**config.mk**
```make
export PLATFORM = sky130hd
export DESIGN_NAME = read_data_mux
export DESIGN_NICKNAME = d
export VERILOG_FILES = /design/src/logic/bus_pkg.sv /design/src/logic/read_data_mux.sv
export VERILOG_INCLUDE_DIRS = /design/src /design/src/logic
export SDC_FILE = /design/constraint.sdc
export NUM_CORES = 1
export LEC_CHECK = 0
export ABC_AREA = 0
export BUFFER_PORTS_ARGS = -buffer_cell sky130_fd_sc_hd__clkbuf_2
export CORE_MARGIN = 10
export CORE_UTILIZATION = 26
export CTS_CLUSTER_SIZE = 8
export DETAILED_ROUTE_END_ITERATION = 10
export PLACE_DENSITY = 0.91
export SYNTH_ARGS = -nofsm -noshare
export SYNTH_HDL_FRONTEND = slang
export SYNTH_SLANG_ARGS = --single-unit
```
**constraint.sdc**
```tcl
create_clock -name clk -period 1.3 [get_ports clk]
set_input_delay 0.26 -clock clk [delete_from_list [all_inputs] [get_ports clk]]
set_output_delay 0.26 -clock clk [all_outputs]
set_load 0.005 [all_outputs]
```
**src/logic/bus_defines.svh**
```systemverilog
// sizing and address map of the console memory bus
// include wherever the RAM depth, flash latency or region bases are needed

`ifndef BUS_DEFINES_SVH
`define BUS_DEFINES_SVH

// work RAM, 32-bit words
`define BUS_RAM_WORDS 4096
`define BUS_RAM_AW 12

// cycles from flash start to flash data valid, at least 2
`define BUS_FLASH_LATENCY 3

// byte address map
`define BUS_FLASH_BASE 16'h8000
`define BUS_PAD_ADDR 16'hC000

`endif

```
**src/logic/bus_pkg.sv**
```systemverilog
// shared types for the console memory bus
// request, decode and RAM port bundles plus the region and operation codes

`include "bus_defines.svh"

package bus_pkg;

    // which source serves a CPU request
    typedef enum logic [1:0] {
        REGION_RAM   = 2'd0,
        REGION_FLASH = 2'd1,
        REGION_PAD   = 2'd2,
        REGION_NONE  = 2'd3
    } region_t;

    typedef enum logic {
        OP_READ  = 1'b0,
        OP_WRITE = 1'b1
    } bus_op_t;

    // CPU side, byte address, zero strobe means read
    typedef struct packed {
        logic [15:0] addr;
        logic [31:0] wdata;
        logic [3:0]  wstrb;
    } cpu_req_t;

    // DMA side, already a word address
    typedef struct packed {
        logic [`BUS_RAM_AW-1:0] addr;
        logic [31:0]            wdata;
        logic [3:0]             wstrb;
    } dma_req_t;

    typedef struct packed {
        region_t                region;
        bus_op_t                op;
        logic [`BUS_RAM_AW-1:0] word_addr;
    } decode_t;

    typedef struct packed {
        logic                   cs;
        logic [`BUS_RAM_AW-1:0] addr;
        logic [31:0]            wdata;
        logic [3:0]             wstrb;
    } ram_port_t;

endpackage

```
**src/logic/read_data_mux.sv**
```systemverilog
// result stage of the CPU path
// remembers the region of the accepted request and steers the matching
// source onto the CPU read data in the ready cycle

`timescale 1ns/1ns

module read_data_mux (
    input  logic             clk,
    input  logic             rst,
    input  bus_pkg::decode_t dec,
    input  logic             accept,
    input  logic [31:0]      ram_rdata,
    input  logic [31:0]      flash_data,
    input  logic [1:0]       pad,
    output logic [31:0]      cpu_rdata
);
    import bus_pkg::*;

    region_t region_q;

    // select lines up with the registered RAM and flash outputs
    always_ff @(posedge clk) begin
        if (rst) begin
            region_q <= REGION_NONE;
        end else if (accept) begin
            region_q <= dec.region;
        end
    end

    always_comb begin
        case (region_q)
            REGION_RAM: begin
                cpu_rdata = ram_rdata;
            end
            REGION_FLASH: begin
                cpu_rdata = flash_data;
            end
            REGION_PAD: begin
                // pad pins sit in the bottom two bits
                cpu_rdata = {30'd0, pad};
            end
            default: begin
                cpu_rdata = 32'd0;
            end
        endcase
    end

endmodule

```
# After elaboration in Yosys (flattened, before gate mapping)
# Cells that the tools add are included.
# W data, S select, Z words.
[word_totals]
regBits = 2
input_bits = 84
elab_cells = 5
[op_classes]
n_eq_ne = 2
n_mux = 1
n_reduce_logical = 1
[ops]
columns = ["operator", "n"]
rows = [
  ["$pmux W32 S3", 1],
  ["$eq A2 B1 Y1 const B", 1],
  ["$eq A2 B2 Y1 const B", 1],
  ["$logic_not A2 Y1", 1],
]

# Longest topological paths before layout
# Gate-level depths: netlist of run 1.
[depth]
word_depth = 2
depth_mapped = 4
mapped_depth_nobuf = 2

# Worst setup path after synthesis of run 1
# OpenSTA, ideal clock, no wires.
[synth_path]
kind = "register -> output"
start = "reg region_q[0]"
end = "out cpu_rdata[10]"
arrival_time_ps = 809
t_required_ps = 1040
setup_slack_ps = 231
path_stages_with_launch = 5
path_buffers = 2
path_cell_list = "dfxtp_1 > buf_6 > buf_12 > mux2i_1 > nor2_1"
[synth_via]
elab_chain_cells = 2
elab_cells_between_ends = 4
classes_between = "eq/ne (2); mux (1); reduce/logical (1)"
[synth_lines]
columns = ["element", "line_no", "text"]
rows = [
  ["start, declared", "read_data_mux.sv:19", "region_t region_q;"],
  ["start signal, assigned", "read_data_mux.sv:26", "region_q <= dec.region;"],
  ["$eq A2 B2 Y1 (tied with other cells)", "read_data_mux.sv:31", "case (region_q)"],
  ["$pmux W32 S3 *", "read_data_mux.sv:31", ""],
  ["end, declared", "read_data_mux.sv:15", "output logic [31:0] cpu_rdata"],
]
# Every way passes the cells marked *; elsewhere a longest branch is shown, timed or not.

# Final worst setup path of run 1
[layout_path]
start = "reg region_q[0]"
end = "out cpu_rdata[16]"
# The elaborated chain is that of the path after synthesis.

==> results of run 1 <==
## worst max path at each step
stage / start / to / slack (ns) / cells past startpoint
2_1_floorplan: region_q[0]$_SDFFE_PP1P_ / cpu_rdata[10] / 0.23 / 4
3_3_place_gp: region_q[0]$_SDFFE_PP1P_ / cpu_rdata[7] / 0.08 / 4
3_5_place_dp: region_q[0]$_SDFFE_PP1P_ / cpu_rdata[7] / 0.07 / 4
4_1_cts: region_q[0]$_SDFFE_PP1P_ / cpu_rdata[7] / -0.13 / 4
5_1_grt: region_q[0]$_SDFFE_PP1P_ / cpu_rdata[7] / -0.21 / 4
6_report: region_q[0]$_SDFFE_PP1P_ / cpu_rdata[16] / -0.12 / 4
## logic make-up after synthesis
family,share of synthesized area (%)
compound gates,5.70
buf+inv,14.3
flops,6.52
mux,52.1
simple gates,21.4
## metal layers
metal / wire length (um) / track usage [%]
met5: 0 / 0
met4: 0 / 1.51
met3: 705 / 9.98
met2: 1200 / 19.2
met1: 906 / 8.90
## cell type report
| type | instances | share of cell area, % |
|---|---|---|
| Multi-Input combinational cell | 69 | 42.9 |
| Sequential cell | 2 | 3.77 |
| Clock buffer | 3 | 1.94 |
| Timing Repair Buffer | 105 | 48.4 |
| Tap cell | 28 | 3.02 |
## worst register-to-register path, delay by kind of cell (launching register included)
family / cells / cell delay, ns
DFF: 1 / 0.36
AOI/OAI and AO/OA: 1 / 0.21
and+or+nand+nor: 1 / 0.13
buffers and inverters: 1 / 0.16
## power by group through the flow
stage / sequential [mW] / clock [mW] / combinational (mW)
after floorplan: 0.0681 / 0 / 0.193
after global placement: 0.0733 / 0 / 0.342
after detailed placement: 0.0736 / 0 / 0.350
after CTS: 0.0720 / 0.139 / 0.353
after global routing: 0.0734 / 0.147 / 0.394
final: 0.0725 / 0.134 / 0.352
## metrics by stage
step / setup WS (ns) / TNS, ns / util (%)
CTS: -0.133 / -3.60 / 51.4
floorplan: 0.231 / 0 / -
finish: -0.123 / -3.05 / 52.0
global placement: 0.0845 / 0 / 50.2
global route: -0.208 / -5.56 / 52.0
detailed placement: 0.0719 / 0 / 50.2
## cells in the final DEF, fill, tap and decap left out, types with 2 or more instances in the layout
cell type / n
clkbuf_4: 3
o2bb2ai_1: 2
clkbuf_2: 100
buf_2: 2
nor2_1: 30
nor2b_1: 2
mux2i_1: 31
a211o_1: 2
buf_12: 2
## timing repair
action / 4_1_cts / 5_1_grt
gates resized for setup: 2 / 5
setup endpoints to repair: 32 / 32
endpoints found under the hold margin: 0 / 0
==> metrics.csv, run 1 <==
metric;value;unit
status;finished, violations left;
violations;negative setup slack;
fin_crit_sh;109;%
grt_pass1_wl;4130;um
cpMaxStageDelayCell;dfxtp_4;
power_density;481;nW/um^2
cpLargestDelayFamily;flip-flops;
placementRows;17;
area_delta_synth_final;89.0;%
synth_ff_type;dfxtp_1;
drtIter0Drc;10;
clkPwrFrac;24.0;%
switching_power;0.184;mW
syn_inst;79;
hold_path_end;region_q[0]$_SDFFE_PP1P_;
cts_tree;done;
synthTopCellsByCount;mux2i_1, nor2_1, buf_12, clkbuf_1, nor2b_1;
total_power;0.559;mW
clock_tree.buffer_depth;2;
cts.sinks;2;
fin_area;1160;sq um
cts_hold_repair.buffers;0;
post-cts-setup-buffer-count;0;
synth_cell_types;10;
synth_edf_count;0;
r2r_cells;3;
synth.avg_cell_area;7.78;sq um
synthesis.nets;163;
largest_reg_flops;2;
whs_path_depth;2;
end_kind;output port;
globalplace.congestion;0.701;
top_register;region_q;
die_x;68.6;um
sw_frac_of_total;33.0;%
holdWs;0.248;ns
h-tree-depth;1;
final_max_slew_viol_count;0;
timing.final.ws_setup;-0.123;ns
p_comb_share;63.1;%
ys_ff_latch;2;
dp.cells;204;
slowest_delay;0.38;ns
rsz0062_at_grt;yes;
p_seq_share;13.0;%
yosys.area.top_type;mux2i_1;
setup_viol;32;
wl_per_cell;13.6;um
syn-cell-area;614;sq um
crit_path_start_kind;flip-flop;
ios;116;
hold_viol_final;0;
ys_seq_area_share;6.52;%
yosysMostFrequentCell;mux2i_1;
drive_above_1_share;62.0;%
core;2230;sq um
vdd.ir_drop.worst;0.635;mV
grt_max_degree;34;
fillers;228;
viasPerCell;4.59;
layout.area.seq;43.8;sq um
clock_latency;0.22;ns
final_nets;265;
worstSetupPathType;flip-flop to output port;
async_flop_share;0;%
cp_data_required_time;1.04;ns
wl;2810;um
relSlewSlack;85.1;%
ant_nets;0;
place_area;1120;sq um
top_regs;region_q (2);
die_h;68.6;um
path_cells;buf_12, mux2i_2, nor2_1, clkbuf_2;
start_util;27.5;%
internal_power;0.374;mW
synth_warnings;0;
grt_usage;10.8;%
crit-reg2reg-capture;region_q[0]$_SDFFE_PP1P_;
cap_violations;0;
first_pass_iters;2;
max_freq;0.703;GHz
worstHoldStart;rst;
dr_total_vias;950;
die_area;4710;sq um
hp-class;input port to flip-flop;
port_buffers;102;
numCtsBuffers;3;
first_global_vias;1009;
p_leak;0.826;nW
root_buffer;clkbuf_4;
instances_no_fill;207;
r2r_slack;0.32;ns
drc_errors;0;
period_minus_slack;1.42;ns
reg2reg_from;region_q[0]$_SDFFE_PP1P_;
critPathBufInv;2;
overflow;0;
synth_top_area_share;52.1;%
multiInputGateArea;498;sq um
n_antenna_cell;0;
crit_arrival;1.16;ns
fin_skew;0;ns
antenna_found_initial;0;
worstMarginPinSlew;0.224;ns
path_clk_slew;0.03;ns
dp_hpwl;2520;um
path_max_fanout;16;
ys_top_cells_by_area;mux2i_1, nor2_1, buf_12;
(Power assumes the default switching activity.)
==> run 2: changes to the inputs <==
- ABC_AREA: 0 -> 1
- CORE_ASPECT_RATIO: not set -> 1.2
- CORE_UTILIZATION: 26 -> 23
- PLACE_DENSITY: 0.91 -> 0.85
- clock period: 1.3 -> 1.1 ns (I/O delays scaled with it)
==> run 2 against run 1 <==
Compared with the run above:
- the flow still finishes with violations (negative setup slack)
- area after synthesis grew 1.8%
- synthesized cell count grew 53%
- routed wire length grew 14%
==> metrics.csv, run 2 <==
metric;value;unit
ys_seq_area_share;6.40;%
numCtsBuffers;3;
vdd.ir_drop.worst;0.455;mV
cts_tree;done;
synth_ff_type;dfxtp_1;
dp_hpwl;2780;um
fin_crit_sh;122;%
cp_data_required_time;0.88;ns
final_common_cell;clkbuf_2;
cts_hold_repair.buffers;0;
globalplace.congestion;0.716;
crit-reg2reg-capture;region_q[0]$_SDFFE_PP1P_;
mostFrequentLayoutCells;clkbuf_2, nand2_1, nand3_1;
root_buffer;clkbuf_4;
p_comb_share;61.0;%
grt_max_degree;22;
grt_pass1_wl;4770;um
wl_per_cell;12.4;um
largest_reg_flops;2;
final_max_slew_viol_count;0;
viasPerCell;4.28;
first_global_vias;1116;
cts.sinks;2;
hold_path_end;region_q[1]$_SDFFE_PP1P_;
worstHoldStart;dec[14];
slowest_delay;0.34;ns
crit_arrival;1.12;ns
top_register;region_q;
total_power;0.662;mW
grt_usage;11.0;%
start_util;24.3;%
p_leak;0.835;nW
antenna_found_initial;0;
max_freq;0.745;GHz
r2r_cells;3;
port_buffers;102;
die_area;5210;sq um
yosysMostFrequentCell;nand2_1;
fin_skew;0;ns
core;2580;sq um
r2r_slack;0.34;ns
yosys.area.top_type;nand2_1;
switching_power;0.238;mW
syn_inst;121;
wl;3210;um
cap_violations;0;
sw_frac_of_total;35.9;%
clock_latency;0.23;ns
period_minus_slack;1.34;ns
path_max_fanout;14;
reg2reg_from;region_q[0]$_SDFFE_PP1P_;
whs_path_depth;3;
relSlewSlack;90.0;%
worstSetupPathType;flip-flop to output port;
timing.final.ws_setup;-0.243;ns
placementRows;20;
place_area;1210;sq um
die_x;67.6;um
clkPwrFrac;25.6;%
synthesis.nets;205;
area_delta_synth_final;97.6;%
internal_power;0.424;mW
first_pass_iters;4;
synth_cell_types;10;
synth_top_area_share;39.6;%
ys_top_cells_by_area;nand2_1, nand3_1, buf_6;
ios;116;
cpMaxStageDelayCell;dfxtp_2;
dr_total_vias;1103;
ys_ff_latch;2;
synth_warnings;0;
p_seq_share;13.4;%
crit_path_start_kind;flip-flop;
hold_viol_final;0;
n_antenna_cell;0;
drc_errors;0;
power_density;535;nW/um^2
ant_nets;0;
overflow;0;
fin_area;1240;sq um
status;finished, violations left;
drive_above_1_share;54.7;%
hp-class;input port to flip-flop;
syn-cell-area;626;sq um
setup_viol;32;
async_flop_share;0;%
violations;negative setup slack;
end_kind;output port;
synthTopCellsByCount;nand2_1, nand3_1, buf_6, nand3_2, inv_1;
path_clk_slew;0.03;ns
top_regs;region_q (2);
path_cells;nor2_4, buf_12, nand2_1, nand3_1, clkbuf_2;
h-tree-depth;1;
worstMarginPinSlew;0.149;ns
drtIter0Drc;16;
final_nets;311;
die_h;77.1;um
synth_edf_count;0;
rsz0062_at_grt;yes;
clock_tree.buffer_depth;2;
synth.avg_cell_area;5.17;sq um
-- run 2: cell count changes after synthesis, sizes merged --
cell     before  now
a211o         2    0
buf           5   10
clkbuf        3    0
inv           0    4
mux2i        32    0
nand2         0   66
nand3         0   38
nor2         30    1
nor2b         3    0
o2bb2ai       2    0
-- run 2: power by group through the flow --
stage | Clock [mW] | Sequential [mW] | Combinational, mW
6_report | 0.169 | 0.0889 | 0.403
5_1_grt | 0.176 | 0.0900 | 0.450
4_1_cts | 0.178 | 0.0891 | 0.410
3_5_place_dp | 0 | 0.0887 | 0.409
3_3_place_gp | 0 | 0.0889 | 0.401
2_1_floorplan | 0 | 0.0843 | 0.171
-- run 2: per-layer routing --
metal  wire length [um]  part of all wire (%)  GRT usage (%)
met4                 22                  0.69           2.47
met5                  0                     0              0
met2               1780                    56           22.6
met1               1020                    32           9.48
met3                377                    12           3.34
-- run 2: how the worst max path moves through the flow --
stage                                         from  slack, ns  cells past startpoint       endpoint
after floorplan           region_q[0]$_SDFFE_PP1P_       0.09                      5  cpu_rdata[10]
after global placement    region_q[0]$_SDFFE_PP1P_      -0.05                      4  cpu_rdata[24]
after detailed placement  region_q[0]$_SDFFE_PP1P_      -0.06                      4  cpu_rdata[20]
after CTS                 region_q[1]$_SDFFE_PP1P_      -0.26                      5   cpu_rdata[0]
after global routing      region_q[1]$_SDFFE_PP1P_      -0.32                      5   cpu_rdata[2]
final                     region_q[1]$_SDFFE_PP1P_      -0.24                      5   cpu_rdata[0]
-- run 2: critical path: cells and delay by family (launching register included) --
| kind | cells | cell delay [ns] |
|---|---|---|
| AND/OR/NAND/NOR | 3 | 0.29 |
| flip-flops | 1 | 0.34 |
| buffers and inverters | 2 | 0.26 |
-- run 2: cells by family after synthesis --
family                 share of synthesized area [%]
buffers and inverters                           17.8
DFF                                             6.40
and+or+nand+nor                                 75.8
-- run 2: metrics by stage --
stage / TNS (ns) / hold WS (ns) / instances / util (%) / setup slack (ns)
2_1_floorplan: 0 / 0.340 / 121 / - / 0.0905
3_3_place_gp: -0.960 / 0.435 / 255 / 47.0 / -0.0516
3_5_place_dp: -1.02 / 0.434 / 255 / 47.0 / -0.0587
4_1_cts: -7.59 / 0.196 / 258 / 48.0 / -0.259
5_1_grt: -9.38 / 0.216 / 258 / 48.0 / -0.320
6_report: -7.10 / 0.201 / 258 / 48.0 / -0.243
-- run 2: layout make-up --
type / count / area [sq um]
Fill cell: 285 / 1340
Timing Repair Buffer: 111 / 641
Multi-Input combinational cell: 105 / 474
Sequential cell: 2 / 42.5
Tap cell: 33 / 41.3
Clock buffer: 3 / 22.5
Inverter: 4 / 15.0
-- run 2: timing repair --
action                     CTS  global route
buffers inserted             0             0
setup endpoints to repair   32            32
gates resized for setup      2             1
