==> config.mk <==
export PLATFORM = sky130hd
export DESIGN_NAME = bus_arbiter
export DESIGN_NICKNAME = d
export VERILOG_FILES = /design/src/logic/bus_pkg.sv /design/src/logic/bus_arbiter.sv
export VERILOG_INCLUDE_DIRS = /design/src /design/src/logic
export SDC_FILE = /design/constraint.sdc
export NUM_CORES = 1
export LEC_CHECK = 0
export BUFFER_PORTS_ARGS = -buffer_cell sky130_fd_sc_hd__buf_4
export CELL_PAD_IN_SITES_DETAIL_PLACEMENT = 1
export CELL_PAD_IN_SITES_GLOBAL_PLACEMENT = 1
export CORE_ASPECT_RATIO = 2
export CORE_MARGIN = 3
export CORE_UTILIZATION = 13
export CTS_CLUSTER_SIZE = 16
export DETAILED_ROUTE_END_ITERATION = 16
export HOLD_SLACK_MARGIN = 0.06
export PLACE_DENSITY = 0.82
export SLEW_MARGIN = 20
export SYNTH_ARGS = -nofsm -noshare
export SYNTH_HDL_FRONTEND = slang
export SYNTH_SLANG_ARGS = --single-unit
==> constraint.sdc <==
create_clock -name clk -period 1 [get_ports clk]
set_clock_uncertainty 0.1 [all_clocks]
set_input_delay 0 -clock clk [delete_from_list [all_inputs] [get_ports clk]]
set_output_delay 0 -clock clk [all_outputs]
set_load 0.05 [all_outputs]
==> src/logic/bus_defines.svh <==
// sizing and address map of the console memory bus
// include wherever the RAM depth, flash latency or region bases are needed

`ifndef BUS_DEFINES_SVH
`define BUS_DEFINES_SVH

// work RAM, 32-bit words
`define BUS_RAM_WORDS 4096
`define BUS_RAM_AW 12

// cycles from flash start to flash data valid, at least 2
`define BUS_FLASH_LATENCY 3

// byte address map
`define BUS_FLASH_BASE 16'h8000
`define BUS_PAD_ADDR 16'hC000

`endif

==> src/logic/bus_pkg.sv <==
// shared types for the console memory bus
// request, decode and RAM port bundles plus the region and operation codes

`include "bus_defines.svh"

package bus_pkg;

    // which source serves a CPU request
    typedef enum logic [1:0] {
        REGION_RAM   = 2'd0,
        REGION_FLASH = 2'd1,
        REGION_PAD   = 2'd2,
        REGION_NONE  = 2'd3
    } region_t;

    typedef enum logic {
        OP_READ  = 1'b0,
        OP_WRITE = 1'b1
    } bus_op_t;

    // CPU side, byte address, zero strobe means read
    typedef struct packed {
        logic [15:0] addr;
        logic [31:0] wdata;
        logic [3:0]  wstrb;
    } cpu_req_t;

    // DMA side, already a word address
    typedef struct packed {
        logic [`BUS_RAM_AW-1:0] addr;
        logic [31:0]            wdata;
        logic [3:0]             wstrb;
    } dma_req_t;

    typedef struct packed {
        region_t                region;
        bus_op_t                op;
        logic [`BUS_RAM_AW-1:0] word_addr;
    } decode_t;

    typedef struct packed {
        logic                   cs;
        logic [`BUS_RAM_AW-1:0] addr;
        logic [31:0]            wdata;
        logic [3:0]             wstrb;
    } ram_port_t;

endpackage

==> src/logic/bus_arbiter.sv <==
// execute stage of the CPU path
// shares the work RAM between DMA and CPU with DMA taking priority,
// kicks off flash reads and produces the one-cycle CPU ready pulse

`timescale 1ns/1ns

module bus_arbiter (
    input  logic               clk,
    input  logic               rst,
    input  logic               cpu_valid,
    input  bus_pkg::cpu_req_t  cpu_req,
    input  bus_pkg::decode_t   dec,
    input  logic               dma_busy,
    input  bus_pkg::dma_req_t  dma_req,
    input  logic               flash_done,
    output bus_pkg::ram_port_t ram_port,
    output logic               flash_start,
    output logic [11:0]        flash_addr,
    output logic               cpu_ready
);
    import bus_pkg::*;

    logic accept;
    logic flash_rd;
    logic flash_pending;
    logic quick_ready;
    logic flash_ready;

    // DMA stalls the CPU for as long as it is busy
    assign accept   = cpu_valid && !dma_busy;
    assign flash_rd = (dec.region == REGION_FLASH) && (dec.op == OP_READ);

    // RAM port, DMA owns it outright while busy
    always_comb begin
        if (dma_busy) begin
            ram_port.cs    = 1'b1;
            ram_port.addr  = dma_req.addr;
            ram_port.wdata = dma_req.wdata;
            ram_port.wstrb = dma_req.wstrb;
        end else begin
            // held off in the ready cycle so a write lands only once
            ram_port.cs    = cpu_valid && (dec.region == REGION_RAM) && !cpu_ready;
            ram_port.addr  = dec.word_addr;
            ram_port.wdata = cpu_req.wdata;
            ram_port.wstrb = cpu_req.wstrb;
        end
    end

    // one start per flash read request
    assign flash_start = accept && flash_rd && !flash_pending && !cpu_ready;
    assign flash_addr  = dec.word_addr;

    // RAM, pad, unmapped and non-read flash accesses finish in one cycle
    assign quick_ready = accept && !flash_rd && !cpu_ready;

    // flash data is held by the port, so a late DMA only delays this
    assign flash_ready = flash_pending && flash_done && !dma_busy;

    always_ff @(posedge clk) begin
        if (rst) begin
            cpu_ready     <= 1'b0;
            flash_pending <= 1'b0;
        end else begin
            cpu_ready <= quick_ready || flash_ready;

            if (flash_start) begin
                flash_pending <= 1'b1;
            end else if (flash_ready) begin
                flash_pending <= 1'b0;
            end
        end
    end

endmodule

### After elaboration in Yosys (flattened, before gate mapping)

Cells that the tools add are included.

| operators by class | value |
|---|---|
| equality and inequality tests | 1 |
| bitwise logic cells | 1 |
| multiplexer cells | 3 |
| reductions and logical operators | 18 |

Operator list:

| operator | number |
|---|---|
| two-way mux 49 bit | 1 |
| logical AND 1 bit | 11 |
| zero test 1 bit | 4 |
| == test 2 x 1 -> 1 bit, second input constant | 1 |
| zero test 2 bit | 1 |
| two-way mux 1 bit | 2 |
| nonzero test 2 bit | 1 |
| logical OR 1 bit | 1 |
| inverter 1 bit | 1 |

| storage, ports and cells | value |
|---|---|
| register bits after elaboration | 2 |
| bits of input ports | 120 |
| logic and storage cells | 25 |
| output and inout port bits | 63 |

### Logic depth before layout (Yosys ltp)

Gate-level depths: netlist (run 1).

| logic depth | value |
|---|---|
| depth in word-level cells | 6 |
| depth in mapped cells | 5 |
| gate-level depth less buffers | 3 |

### Worst setup path after synthesis (run 1)

Ideal clock, no wire load.

| timing path | value |
|---|---|
| kind | register to output |
| from | register cpu_ready |
| to | output flash_start |
| data arrival time | 1458 ps |
| slack | -558 ps |
| required time | 900 ps |
| buffers on the path | 0 |
| stages on the path, launching flop included | 4 |
| cells stage by stage | dfxtp_1 -> nor3b_2 -> nand2_1 -> nor2_1 |

| between the ends | value |
|---|---|
| word-level cells in the longest chain between the ends | 2 |

RTL lines:

| item | RTL line | source |
|---|---|---|
| start: declaration | bus_arbiter.sv:19 | `output logic cpu_ready` |
| start signal: assignment | bus_arbiter.sv:64 | `cpu_ready <= quick_ready \|\| flash_ready;` |
| zero test 1 bit | bus_arbiter.sv:50 | `assign flash_start = accept && flash_rd && !flash_pending && !cpu_ready;` |
| logical AND 1 bit | bus_arbiter.sv:50 |  |
| end: declaration | bus_arbiter.sv:17 | `output logic flash_start,` |

Every way passes these cells.

### Final worst setup path (run 1)

Same ends and word-level chain as after synthesis.

==> results of run 1 <==
[power by group through the flow]
stage | Combinational [mW] | Clock (mW) | Sequential [mW]
final | 1.58 | 0.618 | 0.0852
after CTS | 1.59 | 0.629 | 0.0852
after global routing | 1.64 | 0.638 | 0.0854
after detailed placement | 1.57 | 0 | 0.0853
after global placement | 1.54 | 0 | 0.0850
after floorplan | 0.973 | 0 | 0.0911
[kinds of logic (layout without fill, tap and decap cells)]
kind of cell | after synthesis | count (layout) | share of synthesized area, %
DFF | 2 | 2 | 4.70
buffers and inverters | 18 | 177 | 18.9
muxes | 48 | 48 | 67.4
AOI/OAI and AO/OA | 2 | 2 | 1.17
and+or+nand+nor | 10 | 10 | 7.78
[worst max-delay path: stages, from the launching register on]
cell     delay, ns
dfxtp_4       0.35
nor3b_4       0.20
nand2_2       0.08
nor2_4        0.10
buf_8         0.15
[cells in the mapped netlist]
cell type / count
or2_2: 1
buf_6: 5
nor3b_2: 1
mux2_2: 39
nand3b_1: 1
nor4b_1: 1
dfxtp_1: 2
nor2_1: 2
nand2_1: 1
buf_4: 12
a21oi_1: 2
nand2b_1: 2
nor3b_1: 1
mux2_4: 9
buf_8: 1
[cell type report]
type / count / share of cell area, %
flip-flops and latches: 2 / 1.94
clock buffers: 4 / 3.48
repair buffers: 173 / 60.0
well taps: 86 / 4.76
multi-input cells: 60 / 29.9
[through the flow]
step | hold WS, ns | total power, mW
after floorplan | -0.0406 | 1.06
after global routing | 0.121 | 2.37
after CTS | 0.0906 | 2.30
final | 0.0883 | 2.28
after global placement | 0.0531 | 1.63
after detailed placement | 0.0613 | 1.65
[metal layers]
metal | wire length [um] | global-route usage, % | part of all wire [%] | vias up
met1 | 1220 | 8.93 | 26 | 579
met2 | 2930 | 25.3 | 63 | 97
met5 | 0 | 0 | 0 | -
li1 | - | - | - | 594
met3 | 490 | 4.00 | 11 | 2
met4 | 15 | 2.44 | 0.32 | 0
[repair_timing]
item | in CTS | in global routing
hold buffers | 2 | 0
resized for setup | 6 | 1
pin swaps | 5 | 2
setup buffers | 1 | 0
endpoints found under the setup margin | 2 | 4
endpoints found under the hold margin | 2 | 0
[flip-flops by register name (all words and copies together) (netlist names)]
signal and count:
flash_pending 1, cpu_ready 1
[final timing paths]
path | endpoint | slack [ns] | depth (start not counted)
worst min-delay path | flash_pending$_SDFFE_PP0P_ | 0.09 | 4
worst max-delay path | flash_start | -0.21 | 4
worst min register to register | cpu_ready$_SDFF_PP0_ | 0.45 | 2
worst max register to register | flash_pending$_SDFFE_PP0P_ | -0.03 | 4
==> reports/metrics.yaml, run 1 <==
logic_synthesis:
  synth_area_per_cell_um2: 10.7
  synth_fp_nets: 200
  synth_top_area_share_pct: 51.5
  seq_area_frac_synth_pct: 4.70
  syn_inst: 80
  syn_area_um2: 852
  yosys.area.top_type: "mux2_2"
  synth_cell_types: 15
  yosysWarningCount: 0
  synth_area_leaders: "mux2_2 52%, mux2_4 16%, buf_4 11%"
  synth_seq_cells: 2
floorplanning:
  initial_core_util_pct: 13.5
  fp-row-count: 41
  ios: 183
  dieArea_um2: 7620
  die_y_um: 120
  chipWidth_um: 63.2
  core_um2: 6310
setup_path:
  crit_path_start: "cpu_ready$_SDFF_PP0_"
  cp.arrival_ns: 1.11
  reg2reg_from: "cpu_ready$_SDFF_PP0_"
  worstPathMaxFanout: 3
  crit_path_end_kind: "output pin"
  required_ns: 0.90
  crit_path_start_kind: "flip-flop"
  worstSetupPathType: "reg2out"
place:
  io_buffers: 166
  placed_area_um2: 2130
  place_congestion: 0.723
  dp_hpwl_um: 4140
  dp_cells: 318
  dp_slack_ns: -0.0703
outcome:
  status: "complete, but fails checks"
  failed_checks: "setup timing"
cells_and_area:
  post-route-util_pct: 35.9
  antenna_cells: 0
  post-route-cell-area_um2: 2260
  multiInputGateArea_um2: 676
  nets: 360
  fin_cells: 325
  fillerInstances: 754
  final_common_cell: "buf_4"
  layout_common_cells: "166 x buf_4, 39 x mux2_2, 9 x mux2_4"
  drive_above_1_share_pct: 95.4
  area_growth_syn_to_layout_pct: 165
  register_area_um2: 43.8
grt:
  grt_max_degree: 19
  gr-usage-all-layers_pct: 11.5
  grt_pass1_vias: 1446
  overflow: 0
  grt_pass1_wl_um: 6960
  grt_antenna_before_repair: 0
drt:
  via_count: 1272
  ant_nets: 0
  viasPerCell: 3.91
  drcViolationCount: 0
  drt_pre_antenna_iters: 3
  routedWlPerCell_um: 14.3
  wirelength_um: 4660
  drtIter0Drc: 21
pwr:
  power_density_nw_per_um2: 1010
  p_int_mw: 1.29
  seq_power_share_pct: 3.7
  switching_power_mw: 0.988
  power.leakage_nw: 1.16
  irDropWorstVdd_uv: 428
  clkPwrFrac_pct: 27.1
  sw_frac_of_total_pct: 43.3
  pwr-share-comb_pct: 69.2
timing:
  tightest_slew_ns: 0.396
  finalMaxSlewViolations: 0
  fmax_mhz: 827
  hold_viol: 0
  setup_tns_ns: -0.425
  maxSlewHeadroom_pct: 73.6
  setup_violations: 4
  rsz0062_at_grt: "yes"
  setup_slack_ns: -0.209
  period_share_pct: 121
  finalCriticalPeriod_ns: 1.21
clock_network:
  numCtsBuffers: 3
  clkLatencyLatePin_ns: 0.22
  cts_max_path_buffers: 2
  clockRootBuffer: "clkbuf_16"
  htree_num_levels: 1
  cts_tree: "yes"
  clkSlewWorstSetupHoldPaths_ns: 0.03
  clock_sinks: 2
run:
  cap_violations: 0
worst_hold_path:
  hp-class: "in2reg"
  hp-start: "dec[12]"
Power figures use the tool's default switching activity.
==> inputs of run 2 (changes only) <==
--- a/config.mk
+++ b/config.mk
@@ -6,16 +6,15 @@
 export SDC_FILE = /design/constraint.sdc
 export NUM_CORES = 1
 export LEC_CHECK = 0
-export BUFFER_PORTS_ARGS = -buffer_cell sky130_fd_sc_hd__buf_4
 export CELL_PAD_IN_SITES_DETAIL_PLACEMENT = 1
 export CELL_PAD_IN_SITES_GLOBAL_PLACEMENT = 1
-export CORE_ASPECT_RATIO = 2
-export CORE_MARGIN = 3
-export CORE_UTILIZATION = 13
+export CORE_AREA = 3 3 69 71
 export CTS_CLUSTER_SIZE = 16
 export DETAILED_ROUTE_END_ITERATION = 16
+export DIE_AREA = 0 0 72 74
+export DONT_BUFFER_PORTS = 1
 export HOLD_SLACK_MARGIN = 0.06
-export PLACE_DENSITY = 0.82
+export PLACE_DENSITY = 0.53
 export SLEW_MARGIN = 20
 export SYNTH_ARGS = -nofsm -noshare
 export SYNTH_HDL_FRONTEND = slang
==> reports/metrics.yaml, run 2 (same netlist as run 1, synthesis figures left out) <==
pwr:
  totalPowerFinal_mw: 1.42  # -38%
  irDropWorstVdd_uv: 363  # -15%
  power.leakage_nw: 0.390  # -66%
  power_density_nw_per_um2: 1350  # +34%
drt:
  ant_nets: 0  # unchanged
  drt_pre_antenna_iters: 2  # -1
  routedWlPerCell_um: 22.6  # +57%
  drcViolationCount: 0  # unchanged
  wirelength_um: 3090  # -34%
  via_count: 684  # -46%
  viasPerCell: 4.99  # +28%
  drtIter0Drc: 14  # -33%
floorplanning:
  fp-row-count: 24  # -41%
  core_um2: 4290  # -32%
  initial_core_util_pct: 19.8  # +6.3 points
  chipWidth_um: 72  # +14%
  die_y_um: 74  # -39%
  dieArea_um2: 5330  # -30%
  ios: 183  # unchanged
cells_and_area:
  area_growth_syn_to_layout_pct: 22.8
  nets: 206  # -43%
  top_regs: "cpu_ready (1), flash_pending (1)"
  drive_above_1_share_pct: 74.1  # -21 points
  antenna_cells: 0  # unchanged
  fillerInstances: 479  # -36%
  final_common_cell: "mux2_2"
  layout_common_cells: "39 x mux2_2, 15 x dlygate4sd3_1, 9 x mux2_4"
  fin_cells: 137  # -58%
timing:
  fmax_mhz: 827  # about the same
  setup_slack_ns: -0.209  # -0.000659 ns
  setup_tns_ns: -0.552  # -0.126 ns
  hold_viol: 1  # +1
  maxSlewHeadroom_pct: 64.7  # -8.9 points
  timing.hold.ws_ns: -0.0242  # -0.112 ns
  tightest_slew_ns: 0.528  # +0.132 ns
  setup_violations: 4  # unchanged
  rsz0062_at_grt: "yes"
  period_share_pct: 121  # about the same
  finalCriticalPeriod_ns: 1.21  # +0.000659 ns
  finalMaxSlewViolations: 0  # unchanged
run:
  cap_violations: 0  # unchanged
setup_path:
  reg2reg_from: "cpu_ready$_SDFF_PP0_"
  reg2reg_slack_ns: -0.12  # -0.09 ns
  worstSetupPathType: "reg2out"
  cp.arrival_ns: 1.11  # about the same
  required_ns: 0.90  # about the same
  r2r_end: "cpu_ready$_SDFF_PP0_"
  r2r_cells: 5  # +1
  crit_path_start_kind: "flip-flop"
  crit_path_end_kind: "output pin"
  cp_slowest_cell: "dfxtp_4"
  path_cells: "nor3b_4, nand2_2, nor2_4, buf_12"
  max_stage_delay_ns: 0.35  # about the same
  worstPathMaxFanout: 3  # unchanged
clock_network:
  clkLatencyLatePin_ns: 0.21  # about the same
  htree_num_levels: 1  # unchanged
  cts_tree: "yes"
  numCtsBuffers: 3  # unchanged
  cts_hold_buf: 15  # +13
  clockRootBuffer: "clkbuf_8"
  clkSlewWorstSetupHoldPaths_ns: 0.03  # about the same
  cts_max_path_buffers: 2  # unchanged
  clock_sinks: 2  # unchanged
worst_hold_path:
  min_to: "flash_pending$_SDFFE_PP0P_"
  hp-class: "in2reg"
  hp-start: "dec[12]"
  whs_path_depth: 3  # -1
place:
  dp_cells: 116  # -64%
  io_buffers: 0  # -100%
  place_congestion: 0.674  # -6.9%
grt:
  gr-usage-all-layers_pct: 9.56  # -1.9 points
  grt_max_degree: 52  # +33
  grt_pass1_vias: 715  # -51%
  overflow: 0  # unchanged
  grt_antenna_before_repair: 0  # unchanged
  grt_pass1_wl_um: 3910  # -44%
outcome:
  failed_checks: "hold timing, setup timing"
  status: "complete, but fails checks"
-- run 2: area by class of cell --
cell class / count / area (um2) / area share [%]
clock buffers: 4 / 45.0 / 4.31
multi-input cells: 60 / 696 / 66.5
flip-flops and latches: 2 / 43.8 / 4.19
well taps: 52 / 65.1 / 6.22
repair buffers: 19 / 196 / 18.8
-- run 2: what timing repair did --
action	in CTS	in global routing
endpoints found under the hold margin	14	1
setup endpoints to repair	2	4
cloned	0	0
pin swaps	3	4
gates resized for setup	3	5
setup buffers	2	1
-- run 2: per-stage QoR --
step	utilization [%]	area (um2)	setup WS (ns)	hold slack (ns)
2_1_floorplan	-	866	-0.0856	-0.0406
3_3_place_gp	18.6	797	-0.00691	-0.0996
3_5_place_dp	18.6	797	-0.0377	-0.0996
4_1_cts	23.7	1020	-0.230	-0.0245
5_1_grt	24.4	1050	-0.269	0.00442
6_report	24.4	1050	-0.209	-0.0242
-- run 2: layer usage --
metal  up-vias  global-route usage, %  share of wire [%]
met4         0                   1.88               0.58
met3         2                   2.57                 11
met5         -                      0                  0
met2        92                   20.8                 58
met1       303                   8.64                 30
li1        287                      -                  -
-- run 2: critical path, delay by kind of cell (launching register included) --
family	cells	cell delay [ns]
simple gates	3	0.40
flops	1	0.35
buf+inv	1	0.14
-- run 2: power breakdown --
group          switching [mW]  internal, mW
Sequential            0.00399        0.0817
Combinational           0.739         0.245
Clock                  0.0747         0.271
-- run 2: worst max-delay path by stage --
stage	startpoint	slack [ns]	cells past startpoint	end
final	cpu_ready$_SDFF_PP0_	-0.21	4	flash_start
after global placement	cpu_ready$_SDFF_PP0_	-0.007	4	flash_start
after CTS	cpu_ready$_SDFF_PP0_	-0.23	2	ram_port[48]
after detailed placement	cpu_ready$_SDFF_PP0_	-0.04	4	flash_start
after global routing	cpu_ready$_SDFF_PP0_	-0.27	4	flash_start
after floorplan	cpu_ready$_SDFF_PP0_	-0.09	3	flash_start
==> inputs of run 3 (changes only) <==
--- a/config.mk
+++ b/config.mk
@@ -9,6 +9,7 @@
 export CELL_PAD_IN_SITES_DETAIL_PLACEMENT = 1
 export CELL_PAD_IN_SITES_GLOBAL_PLACEMENT = 1
 export CORE_AREA = 3 3 69 71
+export CTS_BUF_LIST = sky130_fd_sc_hd__clkbuf_4 sky130_fd_sc_hd__clkbuf_8 sky130_fd_sc_hd__clkbuf_16
 export CTS_CLUSTER_SIZE = 16
 export DETAILED_ROUTE_END_ITERATION = 16
 export DIE_AREA = 0 0 72 74
==> constraint.sdc (replaced) <==
create_clock -name clk -period 1.2 [get_ports clk]
set_clock_uncertainty 0.1 [all_clocks]
set_input_delay 0 -clock clk [delete_from_list [all_inputs] [get_ports clk]]
set_output_delay 0 -clock clk [all_outputs]
set_load 0.05 [all_outputs]
==> reports/metrics.yaml, run 3 (same netlist as run 1, synthesis figures left out) <==
setup_path:
  worstSetupPathType: "reg2out"
  crit_buf_inv: 0  # -1
  cp.arrival_ns: 1.10  # about the same
  crit_path_start: "cpu_ready$_SDFF_PP0_"
  path_cells: "nor3b_4, nand2_2, nor2_4"
  crit_path_start_kind: "flip-flop"
  cp_slowest_cell: "dfxtp_2"
  required_ns: 1.10  # +0.20 ns
  r2r_cells: 5  # unchanged
  reg2reg_from: "cpu_ready$_SDFF_PP0_"
  worstPathMaxFanout: 3  # unchanged
  crit_cells: 3  # -1
  crit_family: "simple AND/OR/NAND/NOR gates"
  crit_path_end_kind: "output pin"
  max_stage_delay_ns: 0.33  # -0.02 ns
worst_hold_path:
  whs_path_depth: 3  # unchanged
  hp-class: "in2reg"
  hp-start: "dec[12]"
timing:
  setup_violations: 0  # -4
  maxSlewHeadroom_pct: 65.2  # +0.45 points
  period_share_pct: 99.7
  fmax_mhz: 836
  rsz0062_at_grt: "yes"
  finalMaxSlewViolations: 0  # unchanged
  finalCriticalPeriod_ns: 1.20
  tightest_slew_ns: 0.521  # -0.00679 ns
  hold_viol: 0  # -1
floorplanning:
  fp-row-count: 24  # unchanged
  dieArea_um2: 5330  # unchanged
  die_y_um: 74  # unchanged
  core_um2: 4290  # unchanged
  ios: 183  # unchanged
  chipWidth_um: 72  # unchanged
  initial_core_util_pct: 19.8  # unchanged
grt:
  grt_antenna_before_repair: 0  # unchanged
  grt_pass1_vias: 686  # -4.1%
  grt_max_degree: 52  # unchanged
  gr-usage-all-layers_pct: 8.23  # -1.3 points
  overflow: 0  # unchanged
  grt_pass1_wl_um: 3370  # -14%
drt:
  drcViolationCount: 0  # unchanged
  dr_wl_met2_um: 1750  # -2.7%
  dr_wl_met3_um: 319  # -10%
  drtIter0Drc: 9  # -5
  wirelength_um: 2970  # -3.9%
  drt_pre_antenna_iters: 2  # unchanged
  via_count: 665  # -2.8%
  viasPerCell: 4.93  # -1.3%
  top_layer: "met3"
  wl_met1_um: 899  # -2.0%
  routedWlPerCell_um: 22.0  # -2.5%
  ant_nets: 0  # unchanged
run:
  cap_violations: 0  # unchanged
pwr:
  switching_power_mw: 0.670  # -18%
  sw_frac_of_total_pct: 58.4  # +0.61 points
  pwr-share-comb_pct: 71.0  # +1.5 points
  power_density_nw_per_um2: 1150  # -15%
  p_int_mw: 0.478  # -20%
  power.leakage_nw: 0.372  # -4.7%
  irDropWorstVdd_uv: 288  # -21%
  totalPowerFinal_mw: 1.15  # -19%
  clkPwrFrac_pct: 22.7  # -1.7 points
  seq_power_share_pct: 6.3  # +0.2 points
cells_and_area:
  top_regs: "cpu_ready (1), flash_pending (1)"
  multiInputGateArea_um2: 676  # -2.9%
  drive_above_1_share_pct: 72.3  # -1.8 points
  nets: 205  # -0.49%
  antenna_cells: 0  # unchanged
  layout_common_cells: "39 x mux2_2, 15 x dlygate4sd3_1, 9 x mux2_4"
  register_area_um2: 41.3  # -5.7%
  fillerInstances: 480  # +0.21%
  fin_cells: 135  # -1.5%
  post-route-util_pct: 23.2  # -1.2 points
  final_common_cell: "mux2_2"
  area_growth_syn_to_layout_pct: 16.9
clock_network:
  htree_num_levels: 1  # unchanged
  clkSlewWorstSetupHoldPaths_ns: 0.03  # about the same
  clockRootBuffer: "clkbuf_8"
  clock_sinks: 2  # unchanged
  numCtsBuffers: 3  # unchanged
  clkLatencyLatePin_ns: 0.21  # about the same
  cts_tree: "yes"
  cts_max_path_buffers: 2  # unchanged
outcome:
  status: "finished, final reports clean"
place:
  io_buffers: 0  # unchanged
  place_congestion: 0.670  # -0.55%
  dp_cells: 115  # -0.86%
-- run 3: final cells by class --
cell class | instances | share of cell area, %
Multi-Input combinational cell | 60 | 67.8
Timing Repair Buffer | 18 | 17.3
Tap cell | 52 | 6.53
Sequential cell | 2 | 4.15
Clock buffer | 3 | 4.15
-- run 3: layer usage --
layer | global-route usage, % | vias up
li1 | - | 284
met1 | 8.23 | 301
met2 | 16.2 | 80
met3 | 2.16 | 0
met4 | 3.13 | 0
met5 | 0 | -
-- run 3: tightest hold or removal path: cells and delay by family --
family / cells / cell delay (ns)
AND/OR/NAND/NOR: 2 / 0.11
AO/OA/AOI/OAI: 1 / 0.16
-- run 3: worst paths after layout --
kind | endpoint | slack [ns]
min | flash_pending$_SDFFE_PP0P_ | 0.01
min reg2reg | cpu_ready$_SDFF_PP0_ | 0.46
max | flash_start | 0.004
max reg2reg | cpu_ready$_SDFF_PP0_ | 0.08
-- run 3: power by group through the flow --
stage                     Combinational [mW]  Sequential [mW]  Clock, mW
after global placement                 0.689           0.0724          0
after CTS                              0.813           0.0723      0.269
final                                  0.815           0.0726      0.261
after floorplan                        0.809           0.0773          0
after detailed placement               0.688           0.0726          0
after global routing                   0.832           0.0728      0.276
-- run 3: per-stage QoR --
stage / setup slack [ns] / hold slack, ns / area, um2 / TNS, ns
after floorplan: 0.0907 / -0.0383 / 861 / 0
final: 0.00375 / 0.0112 / 996 / 0
after CTS: -0.0499 / -0.0855 / 972 / -0.0812
after global placement: 0.189 / -0.0996 / 772 / 0
after detailed placement: 0.146 / -0.0996 / 772 / 0
after global routing: -0.0409 / 0.0469 / 996 / -0.0409
-- run 3: what timing repair did --
item | 4_1_cts | 5_1_grt
gates resized for setup | 3 | 1
pin swaps | 2 | 4
endpoints found under the hold margin | 14 | 2
hold buffers | 14 | 1
setup endpoints to repair | 2 | 2
buffers inserted | 1 | 1
